<file path="config.mk">
export PLATFORM = sky130hd
export DESIGN_NAME = extend_engine
export DESIGN_NICKNAME = d
export VERILOG_FILES = /design/src/hdl/fmi_pkg.sv /design/src/hdl/read_pkg.sv /design/src/hdl/extend_engine.sv
export SDC_FILE = /design/constraint.sdc
export NUM_CORES = 2
export LEC_CHECK = 0
export BUFFER_PORTS_ARGS = -buffer_cell sky130_fd_sc_hd__buf_2
export CORE_AREA = 5 5 562 564
export CTS_BUF_LIST = sky130_fd_sc_hd__clkbuf_8
export DETAILED_ROUTE_END_ITERATION = 16
export DIE_AREA = 0 0 567 569
export PLACE_DENSITY = 0.3
export SLEW_MARGIN = 20
export SYNTH_ARGS = -nofsm -noshare
export SYNTH_HDL_FRONTEND = slang
export SYNTH_SLANG_ARGS = --single-unit
</file>
<file path="constraint.sdc">
create_clock -name Clk_32UI -period 18.1 [get_ports Clk_32UI]
set_input_delay 2.715 -clock Clk_32UI [delete_from_list [all_inputs] [get_ports Clk_32UI]]
set_output_delay 2.715 -clock Clk_32UI [all_outputs]
set_load 0.02 [all_outputs]
</file>
<file path="src/hdl/fmi_pkg.sv">
`default_nettype none

package fmi_pkg;

	// positions and counts in the index
	localparam int IDX_W = 64;

	// 2-bit base code, also the index into l2 and occ arrays
	typedef enum logic [1:0] {
		BASE_A = 2'd0,
		BASE_C = 2'd1,
		BASE_G = 2'd2,
		BASE_T = 2'd3
	} base_e;

	// ------------------------------
	// index header, sits in the low 384 bits of the first line
	typedef struct packed {
		logic [IDX_W-1:0]      seq_len;
		logic [3:0][IDX_W-1:0] l2;       // cumulative base counts, [0] = A
		logic [IDX_W-1:0]      primary;  // lsb of the line
	} idx_hdr_t;

	// ------------------------------
	// occurrence lookup, addresses already adjusted for primary
	typedef struct packed {
		logic [5:0]       read_num;  // tag, read number width
		logic [IDX_W-1:0] addr_k;
		logic [IDX_W-1:0] addr_l;
	} occ_req_t;

	// one count per base for each bound
	typedef struct packed {
		logic [3:0][IDX_W-1:0] occ_k;
		logic [3:0][IDX_W-1:0] occ_l;
	} occ_rsp_t;

endpackage

`default_nettype wire
</file>
<file path="src/hdl/read_pkg.sv">
`default_nettype none

package read_pkg;

	localparam int CL_W       = 512;  // load line
	localparam int MAX_READS  = 64;
	localparam int READ_NUM_W = 6;
	localparam int BATCH_W    = 7;    // holds 1..64
	localparam int MAX_LEN    = 101;
	localparam int LEN_W      = 7;

	// ------------------------------
	// one read per load line, base i at bits 2i+1:2i
	typedef struct packed {
		logic [CL_W-LEN_W-256-1:0] pad;
		logic [LEN_W-1:0]          len;
		fmi_pkg::base_e [127:0]    bases;
	} read_line_t;

	// loader to engine
	typedef struct packed {
		logic [READ_NUM_W-1:0]  read_num;
		logic                   last;   // final read of the batch
		logic [LEN_W-1:0]       len;
		fmi_pkg::base_e [127:0] bases;
	} job_t;

	// engine to writer and out
	typedef struct packed {
		logic [READ_NUM_W-1:0]     read_num;
		logic                      last;
		logic [LEN_W-1:0]          match_len;
		logic [fmi_pkg::IDX_W-1:0] k;
		logic [fmi_pkg::IDX_W-1:0] l;
	} result_t;

	// ------------------------------
	typedef enum logic [1:0] {
		LD_HDR,
		LD_READS,
		LD_ISSUE
	} load_state_e;

	typedef enum logic [1:0] {
		EX_IDLE,
		EX_REQ,
		EX_WAIT,
		EX_DONE
	} ext_state_e;

endpackage

`default_nettype wire

</file>
<file path="src/hdl/extend_engine.sv">
`timescale 1ns/10ps
`default_nettype none

module extend_engine (
	input  wire                    Clk_32UI,
	input  wire                    rst_n_i,
	input  wire fmi_pkg::idx_hdr_t idx_hdr_i,
	input  wire                    job_valid_i,
	output logic                   job_ready_o,
	input  wire read_pkg::job_t    job_i,
	output logic                   dram_req_valid_o,
	input  wire                    dram_req_ready_i,
	output fmi_pkg::occ_req_t      dram_req_o,
	input  wire                    dram_rsp_valid_i,
	input  wire fmi_pkg::occ_rsp_t dram_rsp_i,
	output logic                   res_valid_o,
	input  wire                    res_ready_i,
	output read_pkg::result_t      res_o
);
	import fmi_pkg::*;
	import read_pkg::*;

	ext_state_e state;

	// current read
	job_t job_q;
	logic [LEN_W-1:0] idx_q;  // base being extended, counts down
	logic [LEN_W-1:0] match_len_q;
	logic [IDX_W-1:0] k_q;
	logic [IDX_W-1:0] l_q;

	logic job_take;
	logic rsp_take;
	base_e c;
	logic [IDX_W-1:0] new_k;
	logic [IDX_W-1:0] new_l;
	logic stop;

	// positions past primary shift down by one
	function automatic logic [IDX_W-1:0] adj(
		input logic [IDX_W-1:0] p,
		input logic [IDX_W-1:0] prim
	);
		adj = (p > prim) ? p - 1'b1 : p;
	endfunction

	assign job_take = job_valid_i && job_ready_o;
	assign rsp_take = (state == EX_WAIT) && dram_rsp_valid_i;

	// ------------------------------
	// candidate interval for the current base
	assign c     = job_q.bases[idx_q];
	assign new_k = idx_hdr_i.l2[c] + dram_rsp_i.occ_k[c] + 1'b1;
	assign new_l = idx_hdr_i.l2[c] + dram_rsp_i.occ_l[c] + 1'b1;
	assign stop  = (new_k >= new_l);  // would be empty

	assign job_ready_o      = (state == EX_IDLE);
	assign dram_req_valid_o = (state == EX_REQ);
	assign res_valid_o      = (state == EX_DONE);

	assign dram_req_o = '{
		read_num: job_q.read_num,
		addr_k:   adj(k_q, idx_hdr_i.primary),
		addr_l:   adj(l_q, idx_hdr_i.primary)
	};

	assign res_o = '{
		read_num:  job_q.read_num,
		last:      job_q.last,
		match_len: match_len_q,
		k:         k_q,
		l:         l_q
	};

	// ------------------------------
	// FSM
	always_ff @(posedge Clk_32UI) begin
		if (!rst_n_i) begin
			state <= EX_IDLE;
		end else begin
			case (state)
				EX_IDLE: begin
					if (job_valid_i) begin
						state <= EX_REQ;
					end
				end
				EX_REQ: begin
					if (dram_req_ready_i) begin
						state <= EX_WAIT;
					end
				end
				EX_WAIT: begin
					if (dram_rsp_valid_i) begin
						if (stop || idx_q == '0) begin
							state <= EX_DONE;  // empty or read used up
						end else begin
							state <= EX_REQ;
						end
					end
				end
				EX_DONE: begin
					if (res_ready_i) begin
						state <= EX_IDLE;
					end
				end
				default: begin
					state <= EX_IDLE;
				end
			endcase
		end
	end

	// interval and read registers
	always_ff @(posedge Clk_32UI) begin
		if (job_take) begin
			job_q       <= job_i;
			idx_q       <= job_i.len - 1'b1;  // start from the last base
			match_len_q <= '0;
			k_q         <= '0;
			l_q         <= idx_hdr_i.seq_len + 1'b1;
		end else if (rsp_take && !stop) begin
			k_q         <= new_k;
			l_q         <= new_l;
			match_len_q <= match_len_q + 1'b1;
			idx_q       <= idx_q - 1'b1;
		end
	end

	// single outstanding request, so a response only comes while waiting
	a_rsp_outstanding: assert property (@(posedge Clk_32UI) disable iff (!rst_n_i)
		dram_rsp_valid_i |-> (state == EX_WAIT));

	a_match_len: assert property (@(posedge Clk_32UI) disable iff (!rst_n_i)
		res_valid_o |-> (res_o.match_len <= job_q.len));

endmodule

`default_nettype wire

</file>
==> results by group <==
Layout
  – Leading cell type in the layout, fill and taps excluded: buf_2
  – Area growth from synthesis to final layout: 38.5%
  – Net count reported at finish: 6898
  – Most frequent cells in the layout: 1450 x buf_2, 380 x a21oi_1, 360 x nor2_1
  – Post-route cell area: 51400 µm²
  – Share of layout cells above drive strength 1: 35.5%
  – Final std cells w/o fill: 9658

Die
  – Top Ports: 1451
  – Die height: 569 µm
  – Die width: 567 µm
  – Area of the core: 310000 µm²
  – Total die area: 323000 µm²
  – Row count: 205
  – Starting density of the core: 12.0%

Clocking
  – Clock slew at reported path FFs: 0.06 ns
  – TritonCTS clock tree: built
  – Root Buffer Master: clkbuf_8
  – Number of buffers on the longest clock path: 3
  – Worst-skew pair later-pin latency: 0.83 ns
  – Cts-stage hold buffer count: 0
  – Number of sinks driven by the clock tree: 407
  – Post-CTS Repair Setup Buffers: 0
  – Number of gates resized after cts: 0
  – Max H-tree Level: 3
  – TritonCTS buffer count: 89

Routing
  – Detailed-route wire length per cell: 29.3 µm
  – Antenna violation net count after detailed routing: 0
  – DR pass1 iterations: 5
  – Vias post-DR: 37900
  – Post-Route WL: 283 mm
  – DRC violation count after routing: 0
  – Number of violations reported at the end of detailed-routing iteration 0: 2032
  – Via-to-Cell Ratio: 3.92

Setup path
  – Crit-path max cell delay: 0.78 ns
  – Cell family contributing the most delay on the critical path: compound AO/OA/AOI/OAI gates
  – Arrival time reported for the critical path endpoint: 14.33 ns
  – Type of element capturing the critical path: register
  – Critical Path Source Type: register
  – Library cell appearing most often on the critical path: buf_4
  – Slowest CP cell: a21boi_0
  – Endpoint required time on the critical path: 18.50 ns
  – Setup slack of the most critical reg-to-reg path: 4.17 ns
  – Setup Crit Path Kind: register to register
  – Peak fanout along the critical path: 69
  – Buffer and inverter count on the worst path: 5

Synthesis
  – Synthesized area per cell: 9.28 µm²
  – Post-synthesis async set-or-reset flop share: 0%
  – Cells after synthesis: 3999
  – Synthesized cell area: 37100 µm²
  – Post-synthesis cell type count: 81
  – Post-synthesis net count: 5496
  – Synth Warn #: 0
  – Predominant post-synthesis flop cell: edfxtp_1
  – #FFs+latches synth: 407
  – Share of the yosys chip area belonging to registers: 31.0%
  – Count of flip-flops with a built-in enable after synthesis: 334

Placement
  – Detailed placement HPWL: 249 mm
  – Routability-driven placement congestion ratio: 0.893
  – Number of cells in the design after placement: 9450
  – Dpl cell area: 49300 µm²
  – Port Buffers: 1450

STA
  – Relative max-transition margin: 20.7%
  – WHS: 0.495 ns
  – Slew at the pin closest to its max-slew limit: 1.19 ns
  – Maximum operating frequency: 71.8 MHz
  – Final hold violation count: 0
  – Setup repair after global routing missed its margin: no
  – Post-layout minimum cycle time: 13.93 ns
  – Fin. max-slew vios: 0
  – Worst clock skew on the final layout: 0.0900 ns
  – Final Setup Violations: 0
  – Setup TNS after final layout: 0 ns
  – Final cycle utilization of the critical path: 77.0%

Global route
  – Maximum number of pins on one net before global-route repair: 168
  – First-pass GRT wire length: 366 mm
  – Total congestion overflow: 0
  – Gr usage total: 16.8%
  – Vias in the first global route: 39300
  – Initial antenna violation count: 196

Outcome
  – Status: completed

Min path
  – Class of the tightest hold or removal check: register to register

Run
  – Number of max-capacitance violations reported: 0
[kinds of logic after synthesis]
group | synth area share, %
AO/OA/AOI/OAI | 15.6
XOR/XNOR | 7.46
adder cells (fa/ha/maj) | 11.0
buffers and inverters | 3.81
flip-flops | 31.0
multiplexers | 15.8
AND/OR/NAND/NOR | 15.4
[cell usage after synthesis (12+ instances only)]
cell      instances  area (µm²)
a21oi_1         382        1910
nor2_1          362        1360
edfxtp_1        334       10000
ha_1            323        4040
nand2_1         302        1130
mux2i_1         230        2300
xnor2_1         202        1770
mux2_2          189        2130
a21o_1          176        1320
o21ai_0         161         806
clkbuf_1        134         503
nand3_1         132         661
inv_1           129         484
xor2_1          114         998
nand4_1          91         569
dfxtp_1          73        1460
nor3_1           65         325
mux4_2           63        1420
and3_1           50         313
buf_2            45         225
nand2b_1         33         206
o21bai_1         30         225
o21a_1           28         210
nor2b_1          26         163
a211oi_1         25         188
buf_1            22        82.6
or3_1            20         125
a31oi_1          19         119
nor4_1           19         119
o211ai_1         18         135
and2_1           16         100
buf_4            16         120
and4_1           14         123
a221oi_1         12         105
nand3b_1         12        90.1
o31ai_1          12        90.1
[per-stage QoR]
step / utilization (%) / setup WS, ns
2_1_floorplan: - / 6.34
4_1_cts: 16.5 / 3.61
3_3_place_gp: 15.9 / 3.94
6_report: 16.5 / 4.17
5_1_grt: 16.5 / 2.92
3_5_place_dp: 15.9 / 3.68
[worst paths after layout]
check | start | endpoint | cells after the start
setup / recovery | idx_q[0]$_DFFE_PP_ | l_q[16]$_DFFE_PP_ | 34
hold / removal | match_len_q[1]$_SDFFE_PP0P_ | match_len_q[1]$_SDFFE_PP0P_ | 2
setup reg to reg | idx_q[0]$_DFFE_PP_ | l_q[16]$_DFFE_PP_ | 34
hold reg to reg | match_len_q[1]$_SDFFE_PP0P_ | match_len_q[1]$_SDFFE_PP0P_ | 2
[state kept, by name, summed over array words and instances (netlist names)]
register,flops
dram_req_o,6
idx_q,7
job_q,256
k_q,64
l_q,64
match_len_q,7
res_o,1
state,2
[layer usage]
layer | GRT usage [%] | routed length [µm]
met5 | 0 | 940
met4 | 4.49 | 8960
met3 | 4.11 | 17500
met2 | 32.9 | 153000
met1 | 17.5 | 102000
[tightest hold or removal path: cells and delay by family, from the launching register on]
family | cells | cell delay, ns
DFF | 1 | 0.33
and+or+nand+nor | 2 | 0.12
[cell type report]
cell class / count / area (µm²)
clock inverter: 60 / 518
sequential: 407 / 11500
tap: 4140 / 5180
fill: 35500 / 259000
timing repair buffer: 1528 / 7890
inverter: 129 / 492
multi-input combinational: 3246 / 24300
clock buffer: 100 / 1380
antenna: 48 / 120
Power is left out: the tool's default activity adds up to more than one toggle a clock period on the data nets, which glitch-free logic cannot reach.
