--- config.mk ---
export PLATFORM = sky130hd
export DESIGN_NAME = result_writer
export DESIGN_NICKNAME = d
export VERILOG_FILES = /design/src/hdl/fmi_pkg.sv /design/src/hdl/read_pkg.sv /design/src/hdl/result_writer.sv
export SDC_FILE = /design/constraint.sdc
export NUM_CORES = 1
export LEC_CHECK = 0
export BUFFER_PORTS_ARGS = -buffer_cell sky130_fd_sc_hd__buf_4
export CORE_MARGIN = 5
export CORE_UTILIZATION = 50
export DETAILED_ROUTE_END_ITERATION = 10
export PLACE_DENSITY = 0.71
export RECOVER_POWER = 100
export SLEW_MARGIN = 20
export SYNTH_ARGS = -nofsm -noshare
export SYNTH_HDL_FRONTEND = slang
export SYNTH_SLANG_ARGS = --single-unit
--- constraint.sdc ---
create_clock -name Clk_32UI -period 15.3 [get_ports Clk_32UI]
set_input_delay 2.295 -clock Clk_32UI [delete_from_list [all_inputs] [get_ports Clk_32UI]]
set_output_delay 2.295 -clock Clk_32UI [all_outputs]
set_load 0.02 [all_outputs]
--- src/hdl/fmi_pkg.sv ---
`default_nettype none

package fmi_pkg;

	// positions and counts in the index
	localparam int IDX_W = 64;

	// 2-bit base code, also the index into l2 and occ arrays
	typedef enum logic [1:0] {
		BASE_A = 2'd0,
		BASE_C = 2'd1,
		BASE_G = 2'd2,
		BASE_T = 2'd3
	} base_e;

	// ------------------------------
	// index header, sits in the low 384 bits of the first line
	typedef struct packed {
		logic [IDX_W-1:0]      seq_len;
		logic [3:0][IDX_W-1:0] l2;       // cumulative base counts, [0] = A
		logic [IDX_W-1:0]      primary;  // lsb of the line
	} idx_hdr_t;

	// ------------------------------
	// occurrence lookup, addresses already adjusted for primary
	typedef struct packed {
		logic [5:0]       read_num;  // tag, read number width
		logic [IDX_W-1:0] addr_k;
		logic [IDX_W-1:0] addr_l;
	} occ_req_t;

	// one count per base for each bound
	typedef struct packed {
		logic [3:0][IDX_W-1:0] occ_k;
		logic [3:0][IDX_W-1:0] occ_l;
	} occ_rsp_t;

endpackage

`default_nettype wire
--- src/hdl/read_pkg.sv ---
`default_nettype none

package read_pkg;

	localparam int CL_W       = 512;  // load line
	localparam int MAX_READS  = 64;
	localparam int READ_NUM_W = 6;
	localparam int BATCH_W    = 7;    // holds 1..64
	localparam int MAX_LEN    = 101;
	localparam int LEN_W      = 7;

	// ------------------------------
	// one read per load line, base i at bits 2i+1:2i
	typedef struct packed {
		logic [CL_W-LEN_W-256-1:0] pad;
		logic [LEN_W-1:0]          len;
		fmi_pkg::base_e [127:0]    bases;
	} read_line_t;

	// loader to engine
	typedef struct packed {
		logic [READ_NUM_W-1:0]  read_num;
		logic                   last;   // final read of the batch
		logic [LEN_W-1:0]       len;
		fmi_pkg::base_e [127:0] bases;
	} job_t;

	// engine to writer and out
	typedef struct packed {
		logic [READ_NUM_W-1:0]     read_num;
		logic                      last;
		logic [LEN_W-1:0]          match_len;
		logic [fmi_pkg::IDX_W-1:0] k;
		logic [fmi_pkg::IDX_W-1:0] l;
	} result_t;

	// ------------------------------
	typedef enum logic [1:0] {
		LD_HDR,
		LD_READS,
		LD_ISSUE
	} load_state_e;

	typedef enum logic [1:0] {
		EX_IDLE,
		EX_REQ,
		EX_WAIT,
		EX_DONE
	} ext_state_e;

endpackage

`default_nettype wire

--- src/hdl/result_writer.sv ---
`timescale 1ns/10ps
`default_nettype none

module result_writer (
	input  wire                     Clk_32UI,
	input  wire                     rst_n_i,
	input  wire                     new_batch_i,
	input  wire                     res_valid_i,
	output logic                    res_ready_o,
	input  wire read_pkg::result_t  res_i,
	output logic                    out_valid_o,
	input  wire                     out_ready_i,
	output read_pkg::result_t       out_data_o,
	output logic                    out_finish_o
);
	import read_pkg::*;

	// ------------------------------
	// 4-entry FIFO
	result_t fifo_mem [4];
	logic [1:0] wr_ptr;
	logic [1:0] rd_ptr;
	logic [2:0] count;  // 0..4
	logic push;
	logic pop;

	assign res_ready_o = (count != 3'd4);
	assign out_valid_o = (count != 3'd0);
	assign out_data_o  = fifo_mem[rd_ptr];

	assign push = res_valid_i && res_ready_o;
	assign pop  = out_valid_o && out_ready_i;

	always_ff @(posedge Clk_32UI) begin
		if (!rst_n_i) begin
			wr_ptr       <= '0;
			rd_ptr       <= '0;
			count        <= '0;
			out_finish_o <= 1'b0;
		end else begin
			if (push) begin
				wr_ptr <= wr_ptr + 1'b1;
			end
			if (pop) begin
				rd_ptr <= rd_ptr + 1'b1;
			end
			count <= count + {2'b00, push} - {2'b00, pop};

			// finish level, up after the last record leaves
			if (pop && out_data_o.last) begin
				out_finish_o <= 1'b1;
			end else if (new_batch_i) begin
				out_finish_o <= 1'b0;
			end
		end
	end

	always_ff @(posedge Clk_32UI) begin
		if (push) begin
			fifo_mem[wr_ptr] <= res_i;
		end
	end

	// ------------------------------
	// fill level matches the pointer distance
	a_no_overflow: assert property (@(posedge Clk_32UI) disable iff (!rst_n_i)
		(count <= 3'd4) && (count[1:0] == 2'(wr_ptr - rd_ptr)));

	// a record refused while full must still be offered next cycle
	a_res_held: assert property (@(posedge Clk_32UI) disable iff (!rst_n_i)
		(res_valid_i && !res_ready_o) |=> (res_valid_i && $stable(res_i)));

endmodule

`default_nettype wire

==> results of run 1 <==
[power groups by stage]
| stage | clock network [mW] | logic [mW] | registers [mW] |
|---|---|---|---|
| 2_1_floorplan | 0 | 0.794 | 2.00 |
| 3_3_place_gp | 0 | 1.22 | 2.01 |
| 3_5_place_dp | 0 | 1.23 | 2.02 |
| 4_1_cts | 1.30 | 1.23 | 1.99 |
| 5_1_grt | 1.37 | 1.11 | 2.01 |
| 6_report | 1.26 | 1.03 | 1.99 |
[synth_stat cells, types with 2 or more instances]
cell	count	area (um2)
clkbuf_1	5	18.8
xor2_1	2	17.5
edfxtp_1	568	17100
ha_1	6	75.1
and2_1	2	12.5
a21oi_1	3	15.0
dfxtp_1	10	200
a21o_1	2	15.0
buf_2	16	80.1
nor2_1	6	22.5
nand3_1	2	10.0
and3_1	4	25.0
inv_1	5	18.8
mux4_2	142	3200
buf_6	12	135
[logic make-up (layout without fill, tap and decap cells)]
logic type | Yosys count | in the layout | share of synthesized area, %
xor+xnor | 3 | 3 | 0.125
other cells | 0 | 5 | 0
buf+inv | 39 | 411 | 1.22
fa+ha+maj | 7 | 7 | 0.453
compound gates | 7 | 7 | 0.227
simple gates | 19 | 19 | 0.477
flops | 578 | 578 | 82.3
mux | 142 | 142 | 15.2
[state kept, by name, indices dropped and copies added (netlist names), named ones only]
signal / flops
out_finish_o: 1
count: 3
fifo_mem: 568
wr_ptr: 2
rd_ptr: 2
[placed cells by master, fill, tap and decap left out, drive strengths merged, types with 2 or more instances in the layout]
cell | synthesis | layout
a21o | 2 | 2
clkinvlp | 0 | 3
diode | 0 | 5
nor2 | 6 | 6
inv | 5 | 5
clkbuf | 5 | 370
and2 | 2 | 2
xor2 | 2 | 2
nand3 | 2 | 2
clkinv | 0 | 27
dfxtp | 10 | 10
and3 | 4 | 4
ha | 6 | 6
mux4 | 142 | 142
buf | 29 | 5
a21oi | 3 | 3
edfxtp | 568 | 568
[metal layers]
metal / vias up / GRT usage [%] / part of all wire, %
li1: 4102 / - / -
met1: 4879 / 23.3 / 40
met2: 301 / 27.0 / 48
met3: 69 / 6.54 / 10
met4: 12 / 4.60 / 2.0
met5: - / 0 / 0.23
[layout make-up]
class | instances | area, um2
Timing Repair Buffer | 302 | 1170
Tap cell | 539 | 674
Antenna cell | 5 | 12.5
Inverter | 5 | 18.8
Multi-Input combinational cell | 178 | 3470
Clock buffer | 73 | 1510
Fill cell | 3159 | 17500
Sequential cell | 578 | 17300
Clock inverter | 31 | 181
[worst register-to-register path: stages (launching register included)]
cell,delay [ps]
dfxtp_1,450
or3b_1,350
and3_1,1350
clkbuf_1,2730
[per-stage QoR]
stage,setup WS (ps),instance area [um2]
global placement,10420,23700
floorplan,8930,21000
global route,8270,24300
detailed placement,10430,23700
finish,8710,24300
CTS,9780,25400
[final timing paths]
kind                                   from         endpoint  slack [ps]  cells after the start
worst max-delay path            res_valid_i  fifo_mem[2][81]        8710                      3
worst min-delay path              rd_ptr[1]        rd_ptr[1]         540                      2
worst max register to register     count[1]  fifo_mem[2][81]        9910                      3
worst min register to register    rd_ptr[1]        rd_ptr[1]         540                      2
==> qor.txt, run 1 <==
Combinational power share: 24.0%
RSZ-0062 raised after global routing: false
Slew @ Worst Pin: 3750 ps
Worst Setup Path Type: in -> reg
TritonCTS Buffers: 56
Mapped cell area: 21000 um2
H-tree level count: 2
Layout Nets: 1275
Syn nets: 949
First-pass GRT wire length: 61.3 mm
Remaining antenna violation count: 0
Via density: 5.47
Largest net degree at the start of global routing: 111
Period utilization: 43.1%
Worst min path class: reg -> reg
Data required, critical path: 15410 ps
Drt first pass iters: 4
Hold slack: 537 ps
Post-synth EDFFs: 568
P&R area growth vs syn: 15.8%
Resized Gates After CTS: 0
Critical path's largest stage delay: 2720 ps
Status: finished with violations
Worst-path cell chain: clkbuf_1 -> and3_1 -> clkbuf_1
Period minus WS final: 6590 ps
# Post-CTS Setup Buffers: 0
Core box area: 41800 um2
Buf/Inv on CP: 2
Sequential power share: 46.6%
Hold buffers post-CTS: 0
Net Sw Frac: 29.2%
Final Hold Vio Count: 0
Family with the most delay on the worst path: buffers and inverters
Number of global-route vias before repair: 10.0k
Setup TNS Final: 0 ps
Synth Flop Type: edfxtp_1
Starting Density: 50.2%
Drt drc: 0
Post-Synthesis Cells: 795
TritonCTS clock tree: yes
Die height: 215 um
Initial antenna violation count: 9
Yosys warns: 0
Via count: 9363
Clock skew: 12.3 ps
Fmax: 0.152 GHz
Site Rows: 75
Total of max-cap violations: 13
Pint: 3.03 mW
I/O Buffers: 291
Failing checks: capacitance limit, slew limit
Setup violators final: 0
P_leak: 7.38 nW
Final WL: 39.8 mm
Global placement routability congestion: 0.692
Power Density: 176 nW/um2
Slowest CP cell: clkbuf_1
Yosys reg bits: 578
Clk slew on worst S/H paths: 60 ps
Wire per inst: 23.3 um
Fraction of layout cells with a size suffix above 1: 19.0%
Critical Path AT: 6700 ps
Max Slew Vio Count: 621
Total GRT Usage: 17.3%
DRT iter0 DRCs: 585
Root Buffer: clkbuf_16
Max FO, Critical Path: 56
Clock network power share: 29.4%
Die footprint: 46200 um2
CTS Buffer Depth: 3
Switching pwr: 1.25 mW
Gr ovfl total: 0
Crit. End Element: flip-flop
Clock tree sinks: 578
VDD IR max: 0.000137 V
Critical path's most frequent cell: clkbuf_1
Distinct cells, synth: 25
I/O Pins: 292
FFs w/ async S/R, synth: 0%
Die W: 215 um
Crit start category: input port
Post-layout util: 58.2%
HPWL after DPL: 23.9 mm
Total power: 4.28 mW
Worst skew pair latency: 580 ps
Post-synthesis sequential area ratio: 82.3%
Placed Cells: 1602
Mean Syn Cell Area: 26.4 um2
Finished Layout Cells: 1711
Max-slew headroom: -150%
(Power assumes the default switching activity.)
==> run 2: changes to the inputs <==
--- a/config.mk
+++ b/config.mk
@@ -5,11 +5,12 @@
 export SDC_FILE = /design/constraint.sdc
 export NUM_CORES = 1
 export LEC_CHECK = 0
+export ABC_AREA = 1
 export BUFFER_PORTS_ARGS = -buffer_cell sky130_fd_sc_hd__buf_4
 export CORE_MARGIN = 5
 export CORE_UTILIZATION = 50
 export DETAILED_ROUTE_END_ITERATION = 10
-export PLACE_DENSITY = 0.71
+export PLACE_DENSITY = 0.74
 export RECOVER_POWER = 100
 export SLEW_MARGIN = 20
 export SYNTH_ARGS = -nofsm -noshare
==> constraint.sdc (replaced) <==
create_clock -name Clk_32UI -period 5.9 [get_ports Clk_32UI]
set_input_delay 0.885 -clock Clk_32UI [delete_from_list [all_inputs] [get_ports Clk_32UI]]
set_output_delay 0.885 -clock Clk_32UI [all_outputs]
set_load 0.02 [all_outputs]
==> qor.txt, run 2 <==
Commonest non-fill, non-tap cell in the layout: edfxtp_1
Most frequent cells in the layout: 568 x edfxtp_1, 290 x clkbuf_1, 286 x nor2_1
Slew @ Worst Pin: 4190 ps (+436 ps)
Largest net degree at the start of global routing: 172 (+55%)
Drt drc: 0 (unchanged)
Finished Layout Cells: 2290 (+34%)
Post-synthesis sequential area ratio: 80.7% (-1.5 points)
Yosys reg bits: 578 (unchanged)
Mux share of post-synthesis cell area: 0% (-15 points)
Final Hold Vio Count: 0 (unchanged)
Die height: 217 um (+0.89%)
Clock tree sinks: 578 (unchanged)
Synth Flop Type: edfxtp_1
Top post-synthesis cells by area: edfxtp_1 80%, o21ai_0 6.7%, nor2_1 5.1%, o22ai_1 4.1%, dfxtp_1 0.94%
Number of global-route vias before repair: 12.9k (+28%)
Largest Register: fifo_mem
H-tree level count: 2 (unchanged)
VDD IR max: 0.000272 V (+98%)
Distinct cells, synth: 18 (-28%)
Crit start category: flip-flop
Max-slew headroom: -179% (-29 points)
CTS Buffer Depth: 3 (unchanged)
Setup violators final: 0 (unchanged)
Die footprint: 47000 um2 (+1.8%)
Resized Gates After CTS: 0 (unchanged)
M2 GR Usage: 33.7% (+6.7 points)
Max FO, Critical Path: 171 (+210%)
Post-synthesis xor/xnor area fraction: 0.0820% (-0.043 points)
I/O Buffers: 291 (unchanged)
Max Slew Vio Count: 679 (+9.3%)
Failing checks: capacitance limit, slew limit
FFs w/ async S/R, synth: 0% (unchanged)
Layout Nets: 1862 (+46%)
Setup TNS Final: 0 ps (unchanged)
Period minus WS final: 4810 ps
Post-Synthesis Cells: 1435 (+81%)
Worst hold path depth: 2 (unchanged)
Worst skew pair latency: 590 ps (about the same)
Critical Path AT: 3920 ps (-2780 ps)
Hold Startpoint: rd_ptr[1]
Total GRT Usage: 19.6% (+2.3 points)
Compound-Gate Fraction of Synth Area: 11.0% (+11 points)
M1 GR Usage: 24.7% (+1.4 points)
Final WL: 47.3 mm (+19%)
R2r startpoint: count[1]
Top flop regs: fifo_mem: 568 flops, count: 3 flops
Largest family of logic cells by synthesized area: compound AO/OA/AOI/OAI gates
RSZ-0062 raised after global routing: false
Most used routing layer: met2
Root Buffer: clkbuf_16
Clk slew on worst S/H paths: 60 ps (about the same)
Drt first pass iters: 5 (+1)
Site Rows: 75 (unchanged)
Fraction of layout cells with a size suffix above 1: 6.01% (-13 points)
Post-synth EDFFs: 568 (unchanged)
Syn nets: 1589 (+67%)
Layout fillers: 3406 (+7.8%)
Initial antenna violation count: 4 (-5)
Max reg flops: 568 (unchanged)
Count leader, synth: edfxtp_1
TritonCTS Buffers: 55 (-1.8%)
Yosys warns: 0 (unchanged)
Worst Setup Path Type: reg -> out
Crit. End Element: primary output
First-pass GRT wire length: 72.3 mm (+18%)
Total of max-cap violations: 11 (-2)
Status: finished with violations
Via count: 12.8k (+37%)
Core box area: 42100 um2 (+0.90%)
Final worst setup slack: 1090 ps (-7620 ps)
P_leak: 7.92 nW (+7.3%)
Total power: 11.4 mW (+170%)
Post-place setup slack: 2300 ps (-8130 ps)
Fmax: 0.208 GHz
Yosys top cell area share: 79.8% (-1.5 points)
I/O Pins: 292 (unchanged)
Placed inst area: 24000 um2 (+1.2%)
Wire per inst: 20.7 um (-11%)
Worst min path class: reg -> reg
R2r setup slk: 1250 ps (-8660 ps)
TritonCTS clock tree: yes
HPWL after DPL: 26.5 mm (+11%)
Placed Cells: 2190 (+37%)
Power Density: 463 nW/um2 (+160%)
Mean Syn Cell Area: 14.9 um2 (-44%)
Cell area after layout: 24600 um2 (+1.4%)
Die W: 217 um (+0.89%)
Synth Area in Simple Gates: 5.37% (+4.9 points)
Via density: 5.58 (+2.0%)
Remaining antenna violation count: 0 (unchanged)
Worst R2R Path Depth: 5 (+2)
Clock skew: 9.87 ps (-2.44 ps)
Cell taking the most area after synthesis: edfxtp_1
Hold buffers post-CTS: 0 (unchanged)
Reg2Reg Capture Point: fifo_mem[2][57]
Starting Density: 50.7% (+0.48 points)
Period utilization: 81.5%
Global placement routability congestion: 0.748 (+8.1%)
Most used standard cells in the synthesized netlist: 568 x edfxtp_1, 288 x nor2_1, 285 x o21ai_0, 141 x o22ai_1, 47 x clkbuf_1
Gr ovfl total: 0 (unchanged)
P&R area growth vs syn: 15.3%
GR Layer Usage met3: 5.34% (-1.2 points)
Mapped cell area: 21400 um2 (+1.9%)
Data required, critical path: 5020 ps (-10390 ps)
DRT iter0 DRCs: 1041 (+78%)
Adder-Cell Fraction of Synth Area: 0.445% (-0.0083 points)
# Post-CTS Setup Buffers: 0 (unchanged)
==> run 2: critical path, cell delays in order, from the launching register on <==
cell      delay, ps
dfxtp_4         530
inv_4          1220
buf_4           730
o21ai_0         230
o22ai_1         230
clkbuf_1        260
==> run 2: logic make-up (layout without fill, tap and decap cells) <==
logic type	after synthesis	after routing
buffers and inverters	109	422
other	0	3
and+or+nand+nor	304	304
DFF	578	578
AOI/OAI and AO/OA	435	435
xor gates and xnor gates	2	2
adders and majority gates	7	7
==> run 2: where the power goes <==
group | total [mW] | switching, mW | internal, mW | leakage, nW
clock network | 3.37 | 1.40 | 1.96 | 0.845
logic | 2.83 | 2.15 | 0.681 | 1.79
registers | 5.22 | 0.166 | 5.05 | 5.28
==> run 2: final cells by class <==
cell class	count	area (um2)	share of cell area, %
antenna	3	7.51	0.0305
clock buffer	65	1460	5.91
clock inverter	32	270	1.10
inverter	16	67.6	0.274
multi-input combinational	748	3630	14.7
sequential	578	17300	70.1
tap	539	674	2.74
timing repair buffer	309	1270	5.16
==> run 2: worst max-delay path by stage <==
stage / slack [ps] / to / start / depth (start not counted)
floorplan: -1710 / fifo_mem[0][0] / res_valid_i / 2
global placement: 2380 / out_data_o[81] / flip-flop / 5
detailed placement: 2300 / out_data_o[106] / flip-flop / 5
CTS: 1670 / out_data_o[106] / flip-flop / 5
global route: 720 / out_data_o[132] / flip-flop / 5
finish: 1090 / out_data_o[70] / flip-flop / 5
==> run 2: through the flow <==
step / hold WS (ps) / utilization [%]
after global routing: 526 / 58.5
after global placement: 481 / 57.0
after detailed placement: 496 / 57.0
after floorplan: 466 / -
after CTS: 456 / 61.1
final: 502 / 58.5
==> run 2: metal layers <==
| metal | vias up | part of all wire [%] |
|---|---|---|
| met5 | - | 0.044 |
| met4 | 4 | 2.1 |
| met3 | 67 | 8.1 |
| met1 | 6283 | 40 |
| li1 | 5970 | - |
| met2 | 463 | 50 |
==> run 3: changes to the inputs <==
--- a/config.mk
+++ b/config.mk
@@ -10,7 +10,7 @@
 export CORE_MARGIN = 5
 export CORE_UTILIZATION = 50
 export DETAILED_ROUTE_END_ITERATION = 10
-export PLACE_DENSITY = 0.74
+export PLACE_DENSITY = 0.71
 export RECOVER_POWER = 100
 export SLEW_MARGIN = 20
 export SYNTH_ARGS = -nofsm -noshare
==> constraint.sdc (replaced) <==
create_clock -name Clk_32UI -period 4.5 [get_ports Clk_32UI]
set_input_delay 0.675 -clock Clk_32UI [delete_from_list [all_inputs] [get_ports Clk_32UI]]
set_output_delay 0.675 -clock Clk_32UI [all_outputs]
set_load 0.02 [all_outputs]
==> qor.txt, run 3 (same netlist as run 2, synthesis figures left out) <==
# Post-CTS Setup Buffers: 0 (unchanged)
Slowest CP cell: dfxtp_2
Gr ovfl total: 0 (unchanged)
Starting Density: 50.7% (unchanged)
P_leak: 7.94 nW (+0.30%)
Failing checks: capacitance limit, slew limit
Top sig layer: met5
Initial antenna violation count: 4 (unchanged)
Period minus WS final: 3890 ps
I/O Buffers: 291 (unchanged)
CTS Buffer Depth: 3 (unchanged)
Crit. End Element: primary output
Max reg flops: 568 (unchanged)
Resized Gates After CTS: 0 (unchanged)
Number of global-route vias before repair: 12.8k (-0.58%)
Hold slack: 336 ps (-166 ps)
Critical Path Stages: 4 (-1)
Clock skew: 20.6 ps (+10.7 ps)
I/O Pins: 292 (unchanged)
Global placement routability congestion: 0.738 (-1.3%)
Family with the most delay on the worst path: buffers and inverters
Worst-path cell chain: clkbuf_4 -> o21ai_0 -> o22ai_1 -> clkbuf_1
Met2 wire len: 23.0 mm (-2.6%)
Met3 wire len: 3.84 mm (+0.52%)
Final WL: 47.0 mm (-0.63%)
Root Buffer: clkbuf_16
Via density: 5.59 (+0.14%)
P&R area growth vs syn: 15.4%
Critical Path AT: 3210 ps (-710 ps)
TritonCTS clock tree: yes
Site Rows: 75 (unchanged)
Largest net degree at the start of global routing: 167 (-2.9%)
Drt first pass iters: 7 (+2)
DRT iter0 DRCs: 1017 (-2.3%)
Power Density: 605 nW/um2 (+31%)
Setup violators final: 0 (unchanged)
HPWL after DPL: 26.0 mm (-1.9%)
Max-slew headroom: -91.1% (+88 points)
Setup TNS Final: 0 ps (unchanged)
Layout Nets: 1862 (unchanged)
Largest Register: fifo_mem
Max Slew Vio Count: 425 (-37%)
WL met1: 19.4 mm (+2.7%)
Clock tree sinks: 578 (unchanged)
Die W: 217 um (unchanged)
Total GRT Usage: 19.5% (-0.10 points)
Hold buffers post-CTS: 0 (unchanged)
Remaining antenna violation count: 0 (unchanged)
Data required, critical path: 3830 ps (-1190 ps)
Fraction of layout cells with a size suffix above 1: 6.34% (+0.33 points)
TritonCTS Buffers: 57 (+3.6%)
H-tree level count: 2 (unchanged)
Slew @ Worst Pin: 2870 ps (-1320 ps)
Clk slew on worst S/H paths: 60 ps (about the same)
Worst hold path depth: 1 (-1)
Fmax: 0.257 GHz
RSZ-0062 raised after global routing: false
Total of max-cap violations: 7 (-4)
Final Hold Vio Count: 0 (unchanged)
Die footprint: 47000 um2 (unchanged)
Critical path's largest stage delay: 900 ps (-320 ps)
First-pass GRT wire length: 72.1 mm (-0.28%)
Period utilization: 86.4%
Worst Setup Path Type: reg -> out
Buf/Inv on CP: 2 (-1)
Status: finished with violations
Max FO, Critical Path: 81 (-53%)
Worst min path class: in -> reg
Wire per inst: 20.5 um (-0.76%)
Die height: 217 um (unchanged)
Worst skew pair latency: 590 ps (about the same)
Most frequent cells in the layout: 568 x edfxtp_1, 292 x clkbuf_1, 287 x nor2_1
Via count: 12.8k (+0.27%)
VDD IR max: 0.000413 V (+52%)
Layout fillers: 3397 (-0.26%)
Drt drc: 0 (unchanged)
Worst R2R Path Depth: 5 (unchanged)
Top flop regs: fifo_mem: 568 flops, count: 3 flops
Commonest non-fill, non-tap cell in the layout: edfxtp_1
Core box area: 42100 um2 (unchanged)
Crit start category: flip-flop
run 3: worst paths after layout:
kind              startpoint               to  slack [ps]
hold reg to reg    rd_ptr[1]        flip-flop         490
setup / recovery   flip-flop   out_data_o[27]         610
setup reg to reg    count[1]  fifo_mem[0][47]         710
hold / removal      res_i[8]   fifo_mem[2][8]         340
run 3: layer usage:
layer / global-route usage, % / vias up
li1: - / 5976
met5: 0 / -
met4: 4.71 / 4
met3: 6.07 / 54
met1: 25.9 / 6369
met2: 31.9 / 419
run 3: stage by stage:
step	utilization, %	worst slack [ps]	cell area (um2)	power, mW	instances
floorplan	-	-554	21400	9.41	1435
global placement	57.1	1430	24100	11.2	2187
detailed placement	57.1	1430	24100	11.3	2187
CTS	61.2	786	25800	15.6	2290
global route	58.5	318	24700	15.7	2292
finish	58.5	611	24700	14.9	2293
run 3: area by class of cell:
type | count | area [um2] | share of cell area (%)
tap | 539 | 674 | 2.73
clock inverter | 29 | 193 | 0.781
multi-input combinational | 748 | 3620 | 14.7
antenna | 2 | 5.00 | 0.0203
clock buffer | 74 | 1530 | 6.21
sequential | 578 | 17300 | 70.0
timing repair buffer | 307 | 1310 | 5.30
inverter | 16 | 72.6 | 0.294
run 3: report_power, final:
group	internal, mW	total [mW]	switching (mW)
clock	2.50	4.37	1.86
sequential	6.62	6.82	0.201
combinational	0.895	3.73	2.84
total	10.0	14.9	4.90
